File: config.mk
export PLATFORM = sky130hd
export DESIGN_NAME = sa_ctrl_top
export DESIGN_NICKNAME = d
export VERILOG_FILES = /design/src/verilog/sa_ctrl_pkg.sv /design/src/verilog/seq_cmd_if.sv /design/src/verilog/inst_decoder.sv /design/src/verilog/pe_enable_chain.sv /design/src/verilog/read_sequencer.sv /design/src/verilog/sa_ctrl_top.sv /design/src/verilog/weight_load_enable.sv
export VERILOG_INCLUDE_DIRS = /design/src /design/src/verilog
export SDC_FILE = /design/constraint.sdc
export NUM_CORES = 1
export LEC_CHECK = 0
export BUFFER_PORTS_ARGS = -buffer_cell sky130_fd_sc_hd__buf_2
export CAP_MARGIN = 20
export CORE_UTILIZATION = 50
export DETAILED_ROUTE_END_ITERATION = 16
export MAX_ROUTING_LAYER = met4
export PLACE_DENSITY = 0.77
export SLEW_MARGIN = 25
export SYNTH_ARGS = -nofsm -noshare
export SYNTH_HDL_FRONTEND = slang
export SYNTH_SLANG_ARGS = --single-unit
File: constraint.sdc
create_clock -name clk -period 2.56 [get_ports clk]
set_input_delay 0.128 -clock clk [delete_from_list [all_inputs] [get_ports clk]]
set_output_delay 0.128 -clock clk [all_outputs]
set_load 0.03 [all_outputs]
File: src/verilog/sa_ctrl_consts.svh
`ifndef SA_CTRL_CONSTS_SVH
`define SA_CTRL_CONSTS_SVH

// widths
`define SA_INST_W   16
`define SA_ADDR_W   10

// array geometry, rows per array is also the pe delay between arrays
`define SA_NUM      4
`define SA_KH_ROWS  4

// opcodes in the top three instruction bits
`define SA_OPC_NOP        3'd0
`define SA_OPC_SETUP      3'd1
`define SA_OPC_LOAD       3'd2
`define SA_OPC_COMPUTE    3'd3
`define SA_OPC_SET_WBASE  3'd4
`define SA_OPC_SET_IBASE  3'd5
`define SA_OPC_SET_OBASE  3'd6

`endif

File: src/verilog/sa_ctrl_pkg.sv
`include "sa_ctrl_consts.svh"

package sa_ctrl_pkg;

    typedef logic [`SA_INST_W-1:0]             inst_t;
    typedef logic [`SA_ADDR_W-1:0]             sram_addr_t;
    // array count 1..SA_NUM needs one extra bit
    typedef logic [$clog2(`SA_NUM):0]          sa_num_t;
    typedef logic [$clog2(`SA_NUM)-1:0]        sa_idx_t;
    typedef logic [$clog2(`SA_KH_ROWS)-1:0]    kh_cnt_t;
    typedef logic [`SA_NUM-1:0]                sa_mask_t;

    typedef enum logic [2:0] {
        OPC_NOP       = `SA_OPC_NOP,
        OPC_SETUP     = `SA_OPC_SETUP,
        OPC_LOAD      = `SA_OPC_LOAD,
        OPC_COMPUTE   = `SA_OPC_COMPUTE,
        OPC_SET_WBASE = `SA_OPC_SET_WBASE,
        OPC_SET_IBASE = `SA_OPC_SET_IBASE,
        OPC_SET_OBASE = `SA_OPC_SET_OBASE
    } opcode_e;

    typedef enum logic {RUN_LOAD, RUN_COMPUTE} run_op_e;

    typedef enum logic {SEQ_IDLE, SEQ_READ} seq_state_e;

endpackage

File: src/verilog/seq_cmd_if.sv
interface seq_cmd_if;
    import sa_ctrl_pkg::*;

    // run request, valid while start is high
    logic       start;
    run_op_e    op;
    sa_num_t    sa_num;
    sram_addr_t base;

    // finish report, next_addr is one past the last read
    logic       done;
    sram_addr_t next_addr;

    modport decoder (
        output start, op, sa_num, base,
        input  done, next_addr
    );

    modport sequencer (
        input  start, op, sa_num, base,
        output done, next_addr
    );

endinterface

File: src/verilog/inst_decoder.sv
`include "sa_ctrl_consts.svh"

module inst_decoder (
    input  logic                    clk,
    input  logic                    rstn,
    input  sa_ctrl_pkg::inst_t      inst_i,
    input  logic                    inst_valid_i,
    output logic                    inst_ready_o,
    output logic                    mode_o,
    output logic                    bit_mode_o,
    output logic                    is_sign_o,
    output sa_ctrl_pkg::sa_num_t    sa_num_o,
    output sa_ctrl_pkg::sram_addr_t sram_w_base_addr_o,
    output logic                    sram_set_w_base_addr_o,
    seq_cmd_if.decoder              cmd
);
    import sa_ctrl_pkg::*;

    opcode_e    opcode;
    logic       accept;
    logic [3:0] num_field;
    logic       run_start;
    run_op_e    run_op;
    sram_addr_t w_base;
    sram_addr_t i_base;

    assign accept    = inst_valid_i && inst_ready_o;
    assign opcode    = opcode_e'(inst_i[`SA_INST_W-1 -: 3]);
    assign num_field = inst_i[7:4];

    // setup fields, array count clipped to 1..SA_NUM
    always_ff @(posedge clk or negedge rstn) begin
        if (!rstn) begin
            mode_o     <= 1'b0;
            bit_mode_o <= 1'b0;
            is_sign_o  <= 1'b0;
            sa_num_o   <= sa_num_t'(1);
        end else if (accept && opcode == OPC_SETUP) begin
            mode_o     <= inst_i[12];
            bit_mode_o <= inst_i[8];
            is_sign_o  <= inst_i[3];
            if (num_field == 4'd0)
                sa_num_o <= sa_num_t'(1);
            else if (num_field > 4'(`SA_NUM))
                sa_num_o <= sa_num_t'(`SA_NUM);
            else
                sa_num_o <= sa_num_t'(num_field);
        end
    end

    // base registers, a finished run moves its base past the words read
    always_ff @(posedge clk or negedge rstn) begin
        if (!rstn) begin
            w_base                 <= '0;
            i_base                 <= '0;
            sram_w_base_addr_o     <= '0;
            sram_set_w_base_addr_o <= 1'b0;
        end else begin
            sram_set_w_base_addr_o <= accept && opcode == OPC_SET_OBASE;
            if (accept && opcode == OPC_SET_WBASE)
                w_base <= inst_i[`SA_ADDR_W-1:0];
            if (accept && opcode == OPC_SET_IBASE)
                i_base <= inst_i[`SA_ADDR_W-1:0];
            if (accept && opcode == OPC_SET_OBASE)
                sram_w_base_addr_o <= inst_i[`SA_ADDR_W-1:0];
            if (cmd.done && run_op == RUN_LOAD)
                w_base <= cmd.next_addr;
            if (cmd.done && run_op == RUN_COMPUTE)
                i_base <= cmd.next_addr;
        end
    end

    // run launch, ready stays low until the sequencer is done
    always_ff @(posedge clk or negedge rstn) begin
        if (!rstn) begin
            inst_ready_o <= 1'b1;
            run_start    <= 1'b0;
            run_op       <= RUN_LOAD;
        end else begin
            run_start <= 1'b0;
            if (accept && (opcode == OPC_LOAD || opcode == OPC_COMPUTE)) begin
                inst_ready_o <= 1'b0;
                run_start    <= 1'b1;
                run_op       <= (opcode == OPC_LOAD) ? RUN_LOAD : RUN_COMPUTE;
            end else if (cmd.done) begin
                inst_ready_o <= 1'b1;
            end
        end
    end

    assign cmd.start  = run_start;
    assign cmd.op     = run_op;
    assign cmd.sa_num = sa_num_o;
    assign cmd.base   = (run_op == RUN_LOAD) ? w_base : i_base;

endmodule

File: src/verilog/pe_enable_chain.sv
`include "sa_ctrl_consts.svh"

module pe_enable_chain (
    input  logic                  clk,
    input  logic                  rstn,
    input  logic                  rd_fire_i,
    output sa_ctrl_pkg::sa_mask_t sa_pe_en_o
);

    logic                                  pe_en0;
    logic [(`SA_NUM-1)*`SA_KH_ROWS-1:0]    pe_dly;

    // array 0 runs with the data coming back from sram
    always_ff @(posedge clk or negedge rstn) begin
        if (!rstn) begin
            pe_en0 <= 1'b0;
            pe_dly <= '0;
        end else begin
            pe_en0 <= rd_fire_i;
            pe_dly <= {pe_dly[(`SA_NUM-1)*`SA_KH_ROWS-2:0], pe_en0};
        end
    end

    assign sa_pe_en_o[0] = pe_en0;

    // tap every SA_KH_ROWS stages, one array further each time
    for (genvar k = 1; k < `SA_NUM; k++) begin : g_tap
        assign sa_pe_en_o[k] = pe_dly[k*`SA_KH_ROWS-1];
    end

endmodule

File: src/verilog/read_sequencer.sv
`include "sa_ctrl_consts.svh"

module read_sequencer (
    input  logic                    clk,
    input  logic                    rstn,
    seq_cmd_if.sequencer            cmd,
    output sa_ctrl_pkg::sram_addr_t sram_r_addr_o,
    output logic                    sram_r_cen_o,
    output logic                    valid_in_o,
    output logic                    rd_fire_o,
    output logic                    rd_load_o,
    output sa_ctrl_pkg::sa_idx_t    rd_sa_o
);
    import sa_ctrl_pkg::*;

    seq_state_e state;
    kh_cnt_t    kh_cnt;
    sa_idx_t    sa_cnt;
    sa_num_t    run_num;
    run_op_e    run_op;
    sram_addr_t rd_addr;
    logic       kh_last;
    logic       last_rd;

    assign kh_last = (kh_cnt == kh_cnt_t'(`SA_KH_ROWS - 1));
    // last row of the last array in this run
    assign last_rd = (state == SEQ_READ) && kh_last
                   && (sa_num_t'(sa_cnt) == run_num - sa_num_t'(1));

    always_ff @(posedge clk or negedge rstn) begin
        if (!rstn) begin
            state   <= SEQ_IDLE;
            kh_cnt  <= '0;
            sa_cnt  <= '0;
            run_num <= sa_num_t'(1);
            run_op  <= RUN_LOAD;
            rd_addr <= '0;
        end else begin
            case (state)
                SEQ_IDLE: begin
                    if (cmd.start) begin
                        state   <= SEQ_READ;
                        kh_cnt  <= '0;
                        sa_cnt  <= '0;
                        run_num <= cmd.sa_num;
                        run_op  <= cmd.op;
                        rd_addr <= cmd.base;
                    end
                end
                SEQ_READ: begin
                    // one word per cycle, kh wraps into the next array
                    rd_addr <= rd_addr + 1'b1;
                    kh_cnt  <= kh_cnt + 1'b1;
                    if (kh_last)
                        sa_cnt <= sa_cnt + 1'b1;
                    if (last_rd)
                        state <= SEQ_IDLE;
                end
                default: state <= SEQ_IDLE;
            endcase
        end
    end

    // shifter sees data one cycle after the read
    always_ff @(posedge clk or negedge rstn) begin
        if (!rstn)
            valid_in_o <= 1'b0;
        else
            valid_in_o <= rd_fire_o && run_op == RUN_COMPUTE;
    end

    assign sram_r_addr_o = rd_addr;
    assign sram_r_cen_o  = (state != SEQ_READ);
    assign rd_fire_o     = (state == SEQ_READ);
    assign rd_load_o     = (run_op == RUN_LOAD);
    assign rd_sa_o       = sa_cnt;

    assign cmd.done      = last_rd;
    assign cmd.next_addr = rd_addr + 1'b1;

endmodule

File: src/verilog/sa_ctrl_top.sv
`include "sa_ctrl_consts.svh"

module sa_ctrl_top (
    input  logic                                     clk,
    input  logic                                     rstn,
    input  sa_ctrl_pkg::inst_t                       inst_i,
    input  logic                                     inst_valid_i,
    output logic                                     inst_ready_o,
    output logic                                     mode_o,
    output logic                                     bit_mode_o,
    output logic                                     is_sign_o,
    output sa_ctrl_pkg::sa_num_t                     sa_num_o,
    output sa_ctrl_pkg::sram_addr_t                  sram_r_addr_o,
    output logic                                     sram_r_cen_o,
    output sa_ctrl_pkg::sram_addr_t                  sram_w_base_addr_o,
    output logic                                     sram_set_w_base_addr_o,
    output logic                                     valid_in_o,
    output sa_ctrl_pkg::sa_mask_t                    sa_pe_en_o,
    output sa_ctrl_pkg::sa_mask_t [`SA_KH_ROWS-1:0]  load_weight_en_line_o
);
    import sa_ctrl_pkg::*;

    logic    rd_fire;
    logic    rd_load;
    sa_idx_t rd_sa;

    seq_cmd_if u_cmd ();

    inst_decoder u_decoder (
        .clk                    (clk),
        .rstn                   (rstn),
        .inst_i                 (inst_i),
        .inst_valid_i           (inst_valid_i),
        .inst_ready_o           (inst_ready_o),
        .mode_o                 (mode_o),
        .bit_mode_o             (bit_mode_o),
        .is_sign_o              (is_sign_o),
        .sa_num_o               (sa_num_o),
        .sram_w_base_addr_o     (sram_w_base_addr_o),
        .sram_set_w_base_addr_o (sram_set_w_base_addr_o),
        .cmd                    (u_cmd.decoder)
    );

    read_sequencer u_sequencer (
        .clk           (clk),
        .rstn          (rstn),
        .cmd           (u_cmd.sequencer),
        .sram_r_addr_o (sram_r_addr_o),
        .sram_r_cen_o  (sram_r_cen_o),
        .valid_in_o    (valid_in_o),
        .rd_fire_o     (rd_fire),
        .rd_load_o     (rd_load),
        .rd_sa_o       (rd_sa)
    );

    weight_load_enable u_wload (
        .clk                   (clk),
        .rstn                  (rstn),
        .rd_load_i             (rd_load),
        .rd_fire_i             (rd_fire),
        .rd_sa_i               (rd_sa),
        .load_weight_en_line_o (load_weight_en_line_o)
    );

    pe_enable_chain u_pe_chain (
        .clk        (clk),
        .rstn       (rstn),
        .rd_fire_i  (rd_fire),
        .sa_pe_en_o (sa_pe_en_o)
    );

endmodule

File: src/verilog/weight_load_enable.sv
`include "sa_ctrl_consts.svh"

module weight_load_enable (
    input  logic                                     clk,
    input  logic                                     rstn,
    input  logic                                     rd_load_i,
    input  logic                                     rd_fire_i,
    input  sa_ctrl_pkg::sa_idx_t                     rd_sa_i,
    output sa_ctrl_pkg::sa_mask_t [`SA_KH_ROWS-1:0]  load_weight_en_line_o
);
    import sa_ctrl_pkg::*;

    // stage j feeds row j of the arrays
    logic [`SA_KH_ROWS-1:0] ld_en_q;
    sa_idx_t                ld_sa_q [`SA_KH_ROWS];

    always_ff @(posedge clk or negedge rstn) begin
        if (!rstn)
            ld_en_q <= '0;
        else
            ld_en_q <= {ld_en_q[`SA_KH_ROWS-2:0], rd_fire_i && rd_load_i};
    end

    // array index moves down the line beside its enable
    always_ff @(posedge clk) begin
        ld_sa_q[0] <= rd_sa_i;
        for (int j = 1; j < `SA_KH_ROWS; j++) begin
            ld_sa_q[j] <= ld_sa_q[j-1];
        end
    end

    always_comb begin
        for (int j = 0; j < `SA_KH_ROWS; j++) begin
            if (ld_en_q[j])
                load_weight_en_line_o[j] = sa_mask_t'(1) << ld_sa_q[j];
            else
                load_weight_en_line_o[j] = '0;
        end
    end

endmodule
# Word-level counts from Yosys, hierarchy flattened
# Memories as Yosys holds them, arrays and structs flattened.
# Cells that the tools add are included.
# word_totals
register_bits	77
ramBits	8
inputBits	19
word_cells	87
n_memories	1
# mem_list
name	words	width	read_ports	rd_ports_with_merged_regs	write_ports	line_no	source
u_wload.ld_sa_q	4	2	4	0	4	weight_load_enable.sv:15	sa_idx_t ld_sa_q [`SA_KH_ROWS];
# classes
addsub	4
magnitude_cmp	1
eq_ne	10
shifts	4
muxes	24
n_bitwise	3
reduce_logical	19
# ops
operator	count
$mux W10	6
$pmux W10 S2	1
$mux W4	4
$shl A1 B2 Y4 const A	4
$logic_and A1 B1 Y1	12
$add A10 B1 Y10 const B	1
$eq A3 B3 Y1 const B	3
$pmux W2 S2	2
$eq A3 B2 Y1 const B	2
$mux W1	6
$mux W3	2
$reduce_bool A2 Y1	3
$add A2 B1 Y2 const B	2
$gt A4 B3 Y1 const B	1
$logic_not A4 Y1	1
$mux W2	2
$reduce_and A2 Y1	2
$eq A2 B3 Y1	1
$eq A3 B1 Y1 const B	1
$not A1 Y1	3
$sub A3 B1 Y3 const B	1
$eq A2 B2 Y1 const B	1
$ne A2 B1 Y1 const B	1
$ne A2 B2 Y1 const B	1
2 further kinds	2

# Depth between registers and ports, before layout
# Gate-level depths: netlist (run 1).
# logic_depth
ltp_word	5
depth_mapped	7
mapped_depth_nobuf	6

# By module
# A second synthesis (run 1) with hierarchy kept.
# hier_totals
hier_cells	345
area_unflattened_um2	3836.2
# modules_own_cells
mod	instances	cells_per_inst	area_per_inst_um2	seq_area_each_um2
inst_decoder	1	184	1945.6	1003.5
read_sequencer	1	115	1118.6	501.7
weight_load_enable	1	29	416.6	260.2
pe_enable_chain	1	17	355.3	325.3

# Worst setup path after synthesis (run 1)
# OpenSTA, ideal clock, no wires.
# synth_path
path_type	flip-flop to flip-flop
from	register u_sequencer.run_num[0]
to	register u_decoder.w_base[8]
arrival_ns	1.813
slack_ns	0.668
stages_incl_launch_ff	7
period_less_slack_ns	1.892
cell_sequence	dfstp_2 inv_1 ha_1 xnor2_1 nor4_2 buf_4 mux2i_1
# synth_via
elab_chain_len	5
elab_cells_between_ends	6
cone_classes	add/sub (1); eq/ne (1); mux (1); reduce/logical (3)
# synth_rtl
item	line_no	source
start, declared	read_sequencer.sv:19	sa_num_t run_num;
start signal, assigned	read_sequencer.sv:35	run_num <= sa_num_t'(1);
start signal, assigned	read_sequencer.sv:45	run_num <= cmd.sa_num;
$sub A3 B1 Y3 (*)	read_sequencer.sv:28	&& (sa_num_t'(sa_cnt) == run_num - sa_num_t'(1));
$eq A2 B3 Y1 (*)	read_sequencer.sv:28	
$logic_and A1 B1 Y1 (*)	read_sequencer.sv:28	
$logic_and A1 B1 Y1 (*)	inst_decoder.sv:66	if (cmd.done && run_op == RUN_LOAD)
$mux W10 / $reduce_bool A2 Y1 (equally long branches)	--	
end signal, assigned	inst_decoder.sv:61	w_base <= inst_i[`SA_ADDR_W-1:0];
end signal, assigned	inst_decoder.sv:67	w_base <= cmd.next_addr;
end, declared	inst_decoder.sv:24	sram_addr_t w_base;
# Every way passes the cells marked *; elsewhere a longest branch is shown, timed or not.
# A chain may end at the register's enable or synchronous reset.

# Final worst setup path (run 1)
# layout_path
from	register u_sequencer.run_num[0]
to	register u_decoder.i_base[2]
# layout_via
elab_chain_len	5
elab_cells_between_ends	6
cone_classes	add/sub (1); eq/ne (1); mux (1); reduce/logical (3)
# layout_rtl
item	line_no	source
$sub A3 B1 Y3 (*)	read_sequencer.sv:28	
$eq A2 B3 Y1 (*)	read_sequencer.sv:28	
$logic_and A1 B1 Y1 (*)	read_sequencer.sv:28	
$logic_and A1 B1 Y1 (*)	inst_decoder.sv:68	if (cmd.done && run_op == RUN_COMPUTE)
$mux W10 / $reduce_bool A2 Y1 (equally long branches)	--	
end signal, assigned	inst_decoder.sv:63	i_base <= inst_i[`SA_ADDR_W-1:0];
end signal, assigned	inst_decoder.sv:69	i_base <= cmd.next_addr;
end, declared	inst_decoder.sv:25	sram_addr_t i_base;
# Marked as above.

==> key figures, run 1 <==
Floorplanning
  – Die area: 0.00757 mm²
  – # IOs: 69
  – Die outline height: 87.0 µm
  – Core area: 0.00687 mm²
  – Cell Rows: 30
  – Initial Utilization: 52.6%
  – Die X: 87.0 µm

Power and ir drop
  – Cell area power density: 597 mW/mm²
  – Switch share: 19.7%
  – Combinational share of power: 2.0%
  – Peak supply drop: 0.406 mV
  – Reg power frac: 52.3%
  – Clock power frac: 45.7%
  – NetSw: 0.000505 W
  – Pint: 0.00206 W
  – Leak: 2.14 nW

Place
  – Setup slack at placement: 0.485 ns
  – Final GP Congestion: 0.818
  – PortBufs: 66
  – Final HPWL DP: 4760 µm
  – DP Area: 0.00401 mm²

Worst setup path
  – Max stage delay on crit path: 0.54 ns
  – Crit start category: flip-flop
  – Slowest-stage cell, CP: dfstp_2
  – Worst setup EP type: flip-flop
  – WP data required: 2.79 ns
  – Critical Path AT: 2.31 ns
  – Delay-heaviest family, CP: flip-flops
  – R2R depth: 6
  – Crit Path Max Fanout: 10
  – Crit-path cells: inv_1, ha_1, xnor2_1, nor4_4, nand2_4, mux2_1
  – Capturing point of the worst reg2reg path: u_decoder.i_base[2]
  – RR Startpoint: u_sequencer.run_num[0]
  – Worst setup path category: flip-flop to flip-flop
  – Reg-to-reg slack, setup: 0.48 ns
  – Buf/Inv on CP: 1

Global routing
  – Top Usage Layer GRT: met2
  – Largest net degree at the start of global routing: 78
  – M1 GR Usage: 26.7%
  – Vias in the first global route: 2319
  – Grt ovf: 0
  – Initial antenna violation count: 0
  – Met2 usage: 31.9%
  – GRT Overall Usage: 20.5%
  – Met3 Use GR: 5.02%
  – Global-route wire length before repair: 11300 µm

Clock tree
  – Clock slew at reported path FFs: 0.08 ns
  – Post-CTS resize count: 0
  – CTS tree: done
  – Clock root buffer master: clkbuf_8
  – TritonCTS buffer count: 9
  – Clock Path Buffers: 2
  – CTS Sinks: 85
  – Clk Latency, worst-skew pair: 0.35 ns
  – H-tree depth: 3

Yosys
  – Synthesized Nets: 317
  – Syn. warnings: 0
  – Avg Cell Area, Syn: 12.2 µm²
  – Ys async rst share: 90.6%
  – Syn Inst Count: 295
  – Post-synth cell types: 39
  – #FFs+latches synth: 85
  – Area share of the largest cell type after synthesis: 51.3%
  – Dominant cells by area after synthesis: dfrtp_1 (51%), mux2i_1 (12%), dfxtp_1 (4.4%)
  – Number of synthesized flops with an enable pin: 0
  – Seq/Total Area, Yosys: 57.9%
  – Post-synth top area cell: dfrtp_1
  – Cell area after synthesis: 0.00361 mm²
  – Main synth FF type: dfrtp_1

Min path
  – WHS Path Cells: 2
  – HP Start: inst_i[1]
  – Worst Hold Path EP: u_decoder.sram_w_base_addr_o[1]
  – HP Class: input port to flip-flop

Final layout
  – Area delta synth->final: 18.7%
  – Share of post-route cells with drive strength above 1: 27.2%
  – Antenna cells: 0
  – Fin util: 62.4%
  – Fill cells: 562
  – Multi-input logic area: 0.00142 mm²
  – Layout net count: 384
  – Cell area after layout: 0.00429 mm²
  – Storage cell area: 0.00209 mm²

Timing
  – Endpoints failing hold: 0
  – Worst Tran Pin Value: 0.754 ns
  – Min Clock Period, post-route: 2.08 ns
  – Clock Skew: 0.00729 ns
  – RSZ-0062 raised after global routing: false
  – Crit share post-route: 81.1%
  – Setup WS post-layout: 0.483 ns
  – Final setup fails: 0
  – Slew Limit Fails: 0
  – Setup TNS: 0 ns
  – Slew HR: 49.8%
  – Maximum clock frequency: 0.481 GHz

Routing
  – Wire per inst: 15.0 µm
  – Initial DRC Count: 105
  – Via count: 2384
  – Vias/cell: 5.15
  – DR pass1 iterations: 4
  – # DRC: 0
  – Post-route ant nets: 0
  – Total wire length: 6950 µm

Job
  – Max-cap violations: 0

Status
  – Status: finished clean
## flip-flops by register name, indices dropped and copies added, names as in the netlist, 2 cells and up
signal                        cells
u_sequencer.sram_r_addr_o        10
u_wload.ld_sa_q                   8
u_decoder.i_base                 10
u_sequencer.kh_cnt                2
u_sequencer.run_num               3
u_pe_chain.pe_dly                12
u_decoder.sram_w_base_addr_o     10
u_wload.ld_en_q                   4
u_decoder.w_base                 10
u_sequencer.rd_sa_o               2
u_decoder.cmd.sa_num              3
## what timing repair did
item | in CTS | in global routing
hold buffers | 2 | 0
endpoints found under the hold margin | 75 | 0
setup buffers | 0 | 0
## cells in the mapped netlist (2+ instances only)
library cell,number
o21ai_0,13
xnor2_1,3
nor3b_1,4
mux2_2,6
ha_1,3
inv_1,7
nand2b_1,2
nand2_1,27
clkbuf_1,7
dfstp_2,3
and3b_1,3
nand4_1,2
buf_2,2
mux2i_1,44
dfxtp_1,8
nand3_1,7
xor2_1,10
a21oi_1,3
nor2_1,16
o211ai_1,8
buf_4,5
mux2_1,14
dfrtp_1,74
and3_1,6
o21ai_1,4
## worst max path at each step
stage                                       from                   to  slack, ns  cells past startpoint
final                     u_sequencer.run_num[0]  u_decoder.i_base[2]       0.48                      6
after global routing      u_sequencer.run_num[0]  u_decoder.i_base[2]       0.38                      6
after detailed placement  u_sequencer.run_num[0]  u_decoder.i_base[2]       0.49                      6
after floorplan           u_sequencer.run_num[0]  u_decoder.w_base[8]       0.67                      6
after global placement    u_sequencer.run_num[0]  u_decoder.i_base[2]       0.53                      6
after CTS                 u_sequencer.run_num[0]  u_decoder.i_base[2]       0.46                      6
## power groups by stage
stage	logic [W]	clock network, W	registers (W)
detailed placement	0.0000492	0	0.00137
CTS	0.0000516	0.00120	0.00134
floorplan	0.00000361	0	0.00137
global placement	0.0000485	0	0.00137
finish	0.0000503	0.00117	0.00134
global route	0.0000581	0.00126	0.00134
## logic make-up (layout without fill, tap and decap cells)
| family | after synthesis | in the layout | synth area share (%) |
|---|---|---|---|
| muxes | 64 | 64 | 18.4 |
| AOI/OAI and AO/OA | 32 | 32 | 5.30 |
| and+or+nand+nor | 76 | 76 | 11.3 |
| DFF | 85 | 85 | 57.9 |
| buffers and inverters | 22 | 94 | 2.88 |
| adders and majority gates | 3 | 3 | 1.04 |
| xor gates and xnor gates | 13 | 13 | 3.15 |
## final cells by class
class                   instances  area share [%]
well taps                      96            2.80
clock buffers                  11            3.53
flip-flops and latches         85            48.8
inverters                       8           0.700
multi-input cells             188            33.1
clock inverters                 5            2.48
repair buffers                 70            8.67
## layer usage
layer | routed length (µm) | up-vias
li1 | - | 1155
met1 | 3290 | 1172
met2 | 3320 | 49
met3 | 261 | 8
met4 | 81 | 0
met5 | 0 | -
## cells in the final DEF, fill, tap and decap left out, drive strengths merged, types with 4 or more instances in the layout
| cell type | synthesis | routed |
|---|---|---|
| and3 | 6 | 6 |
| clkbuf | 7 | 11 |
| xor2 | 10 | 10 |
| mux2i | 44 | 44 |
| mux2 | 20 | 20 |
| nand3 | 7 | 7 |
| inv | 8 | 8 |
| nand2 | 28 | 28 |
| dfrtp | 74 | 74 |
| o21ai | 17 | 17 |
| dfxtp | 8 | 8 |
| buf | 7 | 68 |
| nor3b | 4 | 4 |
| o211ai | 8 | 8 |
| nor2 | 17 | 17 |
## through the flow
| stage | hold slack (ns) | total power, W | cells |
|---|---|---|---|
| finish | 0.0186 | 0.00256 | 463 |
| global route | 0.0130 | 0.00265 | 463 |
| CTS | 0.00830 | 0.00259 | 463 |
| detailed placement | 0.335 | 0.00142 | 445 |
| global placement | 0.333 | 0.00142 | 445 |
| floorplan | -0.168 | 0.00137 | 295 |
Note: power is estimated with default switching activity, not from simulation.
==> run 2: changes to the inputs <==
--- a/config.mk
+++ b/config.mk
@@ -6,12 +6,13 @@
 export SDC_FILE = /design/constraint.sdc
 export NUM_CORES = 1
 export LEC_CHECK = 0
+export ABC_AREA = 1
 export BUFFER_PORTS_ARGS = -buffer_cell sky130_fd_sc_hd__buf_2
 export CAP_MARGIN = 20
 export CORE_UTILIZATION = 50
 export DETAILED_ROUTE_END_ITERATION = 16
 export MAX_ROUTING_LAYER = met4
-export PLACE_DENSITY = 0.77
+export PLACE_DENSITY = 0.8
 export SLEW_MARGIN = 25
 export SYNTH_ARGS = -nofsm -noshare
 export SYNTH_HDL_FRONTEND = slang
==> constraint.sdc (replaced) <==
create_clock -name clk -period 1.84 [get_ports clk]
set_input_delay 0.092 -clock clk [delete_from_list [all_inputs] [get_ports clk]]
set_output_delay 0.092 -clock clk [all_outputs]
set_load 0.03 [all_outputs]
==> run 2 against run 1 <==
Maximum frequency up 17%. Power rose to 3.3 times the previous value. First-iteration DRC count rose to 2.5 times the previous value. Largest power group is now combinational cells. Highest routed layer unchanged.
==> key figures, run 2 <==
Timing
  – Clock Skew: 0.00956 ns
  – Slew Limit Fails: 0
  – Crit share post-route: 96.9%
  – Slew HR: 63.7%
  – Hold slack: 0.0263 ns
  – Final setup fails: 0
  – Worst Tran Pin Value: 0.542 ns
  – Maximum clock frequency: 0.561 GHz
  – Endpoints failing hold: 0
  – Setup WS post-layout: 0.0577 ns
  – Min Clock Period, post-route: 1.78 ns
  – RSZ-0062 raised after global routing: true

Final layout
  – Largest Register: u_pe_chain.pe_dly
  – Layout net count: 548
  – Largest register FFs: 12
  – Most common cell after layout, fill and taps aside: nand2_1
  – Post-route insts no fill: 630
  – Share of post-route cells with drive strength above 1: 23.5%
  – Antenna cells: 0
  – Most frequent cells in the layout: nand2_1 (129), dfrtp_1 (74), buf_2 (65), inv_1 (54), o21ai_0 (41)
  – Fill cells: 632
  – Area delta synth->final: 21.9%

Routing
  – Via count: 3247
  – Total wire length: 9050 µm
  – Post-route ant nets: 0
  – Wire per inst: 14.4 µm
  – DR pass1 iterations: 5
  – Vias/cell: 5.15
  – # DRC: 0
  – Initial DRC Count: 267

Clock tree
  – Clock slew at reported path FFs: 0.09 ns
  – Clock Path Buffers: 2
  – H-tree depth: 3
  – CTS Sinks: 85
  – CTS tree: done
  – Clock root buffer master: clkbuf_8
  – TritonCTS buffer count: 9
  – Clk Latency, worst-skew pair: 0.37 ns

Global routing
  – Vias in the first global route: 3167
  – Global-route wire length before repair: 14600 µm
  – Grt ovf: 0
  – Initial antenna violation count: 0
  – Largest net degree at the start of global routing: 49
  – GRT Overall Usage: 25.2%

Yosys
  – Count leader, synth: nand2_1
  – Cell area after synthesis: 0.00380 mm²
  – Syn. warnings: 0
  – Synth top cells by count: nand2_1 (133), dfrtp_1 (74), inv_1 (55), o21ai_0 (43), nand3_1 (33)
  – Post-synth top area cell: dfrtp_1
  – Post-synth cell types: 32
  – Number of synthesized flops with an enable pin: 0
  – Avg Cell Area, Syn: 8.60 µm²
  – Area share of the largest cell type after synthesis: 48.7%
  – #FFs+latches synth: 85
  – Dominant cells by area after synthesis: dfrtp_1 (49%), nand2_1 (13%), o21ai_0 (5.7%)
  – Main synth FF type: dfrtp_1
  – Synthesized Nets: 464
  – Ys async rst share: 90.6%
  – Syn Inst Count: 442
  – Seq/Total Area, Yosys: 55.0%

Min path
  – WHS Path Cells: 3
  – HP Class: input port to flip-flop

Job
  – Max-cap violations: 0

Worst setup path
  – Worst setup EP type: flip-flop
  – Reg-to-reg slack, setup: 0.06 ns
  – Crit Path Max Fanout: 5
  – Critical Path AT: 2.08 ns
  – Worst setup path category: flip-flop to flip-flop
  – WP data required: 2.14 ns
  – R2R depth: 11
  – Crit start category: flip-flop

Power and ir drop
  – Reg power frac: 38.8%
  – Switch share: 46.0%
  – Leak: 2.47 nW
  – Cell area power density: 1850 mW/mm²
  – Peak supply drop: 0.970 mV
  – NetSw: 0.00395 W
  – Clock power frac: 16.6%
  – Pint: 0.00463 W
  – Combinational share of power: 44.6%

Floorplanning
  – Initial Utilization: 52.1%
  – Core area: 0.00729 mm²
  – # IOs: 69
  – Die X: 89.2 µm
  – Die area: 0.00795 mm²
  – Cell Rows: 31
  – Die outline height: 89.2 µm

Place
  – Final HPWL DP: 6220 µm
  – PortBufs: 66
  – Final GP Congestion: 0.858
  – Dpl cells: 604
  – Setup slack at placement: -0.0360 ns

Status
  – Status: finished clean
-- run 2: timing repair --
action | CTS | global route
pin swaps | 5 | 7
resized for setup | 1 | 11
setup endpoints to repair | 9 | 20
hold buffers | 6 | 0
endpoints found under the hold margin | 34 | 0
gates cloned | 1 | 1
setup buffers | 1 | 1
-- run 2: per-stage QoR --
step / TNS (ns) / power, W / cell area [µm²] / utilization (%)
2_1_floorplan: 0 / 0.00589 / 3800 / -
3_3_place_gp: 0 / 0.00678 / 4280 / 58.6
3_5_place_dp: -0.0360 / 0.00697 / 4280 / 58.6
4_1_cts: 0 / 0.00848 / 4580 / 62.9
5_1_grt: -0.133 / 0.00912 / 4630 / 63.5
6_report: 0 / 0.00858 / 4630 / 63.5
-- run 2: logic make-up (layout without fill, tap and decap cells) --
kind of cell    Yosys count  in the layout  synth area share, %
flops                    85             85                 55.0
simple gates            215            217                 25.7
fa+ha+maj                 3              3                0.988
compound gates           61             61                 8.73
xor+xnor                  5              5                 1.15
buf+inv                  73            160                 8.36
-- run 2: worst paths after layout --
path | to | start
hold / removal | u_decoder.sram_w_base_addr_o[3] | inst_i[3]
min in group asynchronous | u_pe_chain.pe_dly[10] | rstn
setup / recovery | u_decoder.w_base[6] | u_sequencer.run_num[0]
max in group asynchronous | u_decoder.w_base[0] | rstn
setup reg to reg | u_decoder.w_base[6] | u_sequencer.run_num[0]
hold reg to reg | u_pe_chain.pe_dly[3] | u_pe_chain.pe_dly[2]
-- run 2: critical path: stages, from the launching register on --
cell and delay [ns]:
dfstp_2 0.57, inv_4 0.05, ha_4 0.26, inv_2 0.03, nand2_2 0.06, nand2_4 0.06, nor2_8 0.11, buf_4 0.17
nand3_2 0.15, nand2_1 0.13, nand2_1 0.06, nand2_1 0.06
-- run 2: metal layers --
layer  vias up  global-route usage [%]  share of wire (%)
met5         -                       -                  0
met4         0                    10.8                2.5
met3        20                    3.51                5.8
met2       128                    42.2                 49
met1      1526                    30.7                 43
li1       1573                       -                  -
-- run 2: area by class of cell --
cell class	instances	area (µm²)	share of cell area (%)
flip-flops and latches	85	2090	45.2
repair buffers	87	531	11.5
clock inverters	7	93.8	2.03
inverters	57	216	4.67
multi-input cells	286	1450	31.3
well taps	99	124	2.67
clock buffers	9	124	2.67
-- run 2: power by group through the flow --
stage | clock, W | combinational (W) | sequential, W
final | 0.00142 | 0.00383 | 0.00333
after global routing | 0.00150 | 0.00419 | 0.00344
after CTS | 0.00144 | 0.00372 | 0.00332
after detailed placement | 0 | 0.00362 | 0.00335
after global placement | 0 | 0.00349 | 0.00329
after floorplan | 0 | 0.00212 | 0.00377
==> run 3: changes to the inputs <==
--- a/config.mk
+++ b/config.mk
@@ -13,6 +13,7 @@
 export DETAILED_ROUTE_END_ITERATION = 16
 export MAX_ROUTING_LAYER = met4
 export PLACE_DENSITY = 0.8
+export SETUP_SLACK_MARGIN = 0.4
 export SLEW_MARGIN = 25
 export SYNTH_ARGS = -nofsm -noshare
 export SYNTH_HDL_FRONTEND = slang
==> run 3 against run 2 <==
The run now ends with negative hold slack left. Final cell count fell by 0.32%. Core utilization grew 1.0 points. Worst setup slack better by 0.023 ns. Maximum frequency grew 1.3%. Largest power group unchanged. Via count fell by 1.4%. Die area is the same. Global-route usage fell by 1.1 points. Critical endpoint is now u_decoder.w_base[3].
==> key figures, run 3 (synthesis results as in run 2) <==
Global routing
  – Global-route wire length before repair: 13900 µm
  – M1 GR Usage: 31.7%
  – Met3 Use GR: 5.72%
  – Largest net degree at the start of global routing: 44
  – Vias in the first global route: 3020
  – Met2 usage: 35.6%
  – Grt ovf: 0
  – Top Usage Layer GRT: met2
  – Initial antenna violation count: 0
  – GRT Overall Usage: 24.1%

Worst setup path
  – Critical Path AT: 2.01 ns
  – RR Startpoint: u_sequencer.run_num[0]
  – WP data required: 2.09 ns
  – Buf/Inv on CP: 2
  – Reg-to-reg slack, setup: 0.08 ns
  – Delay-heaviest family, CP: simple AND/OR/NAND/NOR gates
  – Worst setup path category: flip-flop to flip-flop
  – Worst path depth: 9
  – Crit start category: flip-flop
  – R2R depth: 9
  – Capturing point of the worst reg2reg path: u_decoder.w_base[3]
  – CP startpoint: u_sequencer.run_num[0]
  – Max stage delay on crit path: 0.55 ns
  – Crit Path Max Fanout: 19
  – Slowest-stage cell, CP: dfstp_2
  – Worst setup EP type: flip-flop
  – Crit-path cells: inv_2, ha_4, inv_2, nand2_2, nand2_4, nor2_8, nand3_4, o21ai_2, nand2_1
  – Top cell by count, worst path: inv_2

Floorplanning
  – Die X: 89.2 µm
  – # IOs: 69
  – Core area: 0.00729 mm²
  – Initial Utilization: 52.1%
  – Die area: 0.00795 mm²
  – Die outline height: 89.2 µm
  – Cell Rows: 31

Final layout
  – Area delta synth->final: 23.8%
  – Post-route insts no fill: 628
  – Most common cell after layout, fill and taps aside: nand2_1
  – Largest Register: u_pe_chain.pe_dly
  – Fill cells: 594
  – Most frequent cells in the layout: nand2_1 (124), dfrtp_1 (71), buf_2 (65), inv_1 (53), o21ai_0 (39)
  – Antenna cells: 0
  – Largest register FFs: 12
  – Multi-input logic area: 0.00152 mm²
  – Layout net count: 546
  – Storage cell area: 0.00209 mm²
  – Share of post-route cells with drive strength above 1: 27.4%

Routing
  – Total wire length: 8640 µm
  – Via count: 3202
  – Post-route ant nets: 0
  – Wire per inst: 13.8 µm
  – DR pass1 iterations: 5
  – Vias/cell: 5.10
  – Initial DRC Count: 217
  – # DRC: 0

Min path
  – HP Class: input port to flip-flop
  – HP Start: inst_i[4]
  – Worst Hold Path EP: u_decoder.cmd.sa_num[0]
  – WHS Path Cells: 3

Place
  – Final GP Congestion: 0.855
  – Dpl cells: 600
  – Final HPWL DP: 5830 µm
  – Setup slack at placement: 0.0549 ns
  – PortBufs: 66

Power and ir drop
  – Peak supply drop: 1.12 mV
  – Leak: 2.48 nW
  – Combinational share of power: 43.7%
  – Total Power: 0.00863 W
  – Cell area power density: 1840 mW/mm²
  – NetSw: 0.00386 W
  – Pint: 0.00478 W
  – Clock power frac: 17.4%
  – Switch share: 44.7%
  – Reg power frac: 38.9%

Timing
  – Slew HR: 65.7%
  – Setup TNS: 0 ns
  – Slew Limit Fails: 0
  – Clock Skew: 0.00756 ns
  – RSZ-0062 raised after global routing: true
  – Crit share post-route: 95.6%
  – Min Clock Period, post-route: 1.76 ns
  – Worst Tran Pin Value: 0.514 ns
  – Setup WS post-layout: 0.0812 ns
  – Endpoints failing hold: 1
  – Final setup fails: 0
  – Maximum clock frequency: 0.569 GHz
  – Hold slack: -0.0110 ns

Clock tree
  – Clock root buffer master: clkbuf_8
  – CTS Sinks: 85
  – TritonCTS buffer count: 9
  – Clock slew at reported path FFs: 0.09 ns
  – CTS tree: done
  – Clk Latency, worst-skew pair: 0.36 ns
  – H-tree depth: 3
  – Clock Path Buffers: 2

Job
  – Max-cap violations: 0

Status
  – Failing checks: negative hold slack
  – Status: finished with violations
[run 3: changes by cell type in the layout (fill, tap and decap cells not counted), moves of 3 or more]
cell / previous run / this run
dfrtp_1: 74 / 71
dfrtp_2: 0 / 3
nand2_1: 129 / 124
nand3_1: 32 / 29
nand2_2: 6 / 11
[run 3: what timing repair did]
item                                    CTS  global route
pin swaps                                 2             9
setup buffers                             3             5
hold buffers                              4             0
resized for setup                         7            24
endpoints found under the hold margin    35             0
endpoints found under the setup margin   33            39
[run 3: worst max-delay path by stage]
stage                                     end  slack (ns)
after detailed placement  u_decoder.i_base[6]        0.05
after global routing      u_decoder.i_base[2]       -0.04
after floorplan           u_decoder.w_base[3]        0.20
final                     u_decoder.w_base[3]        0.08
after global placement    u_decoder.i_base[6]        0.10
after CTS                 u_decoder.i_base[6]        0.09
[run 3: power groups by stage]
stage | combinational, W | sequential, W | clock (W)
floorplan | 0.00216 | 0.00378 | 0
global placement | 0.00343 | 0.00334 | 0
detailed placement | 0.00353 | 0.00338 | 0
CTS | 0.00362 | 0.00336 | 0.00152
global route | 0.00413 | 0.00346 | 0.00161
finish | 0.00377 | 0.00336 | 0.00150
[run 3: worst min-delay path, delay by kind of cell]
family                 cells  cell delay, ns
AOI/OAI and AO/OA          2            0.13
buffers and inverters      1            0.09
[run 3: final cells by class]
| cell class | instances | share of cell area [%] |
|---|---|---|
| Timing Repair Buffer | 87 | 11.2 |
| Clock inverter | 7 | 2.23 |
| Clock buffer | 9 | 2.63 |
| Multi-Input combinational cell | 284 | 32.2 |
| Tap cell | 99 | 2.63 |
| Sequential cell | 85 | 44.5 |
| Inverter | 57 | 4.55 |
[run 3: per-layer routing]
layer	up-vias	part of all wire, %
li1	1567	-
met1	1504	44
met2	116	46
met3	15	7.2
met4	0	1.9
met5	-	0
[run 3: per-stage QoR]
stage	util, %	area [µm²]
after CTS	62.9	4590
after detailed placement	58.6	4270
after global routing	64.5	4700
final	64.5	4700
after floorplan	-	3830
after global placement	58.6	4270
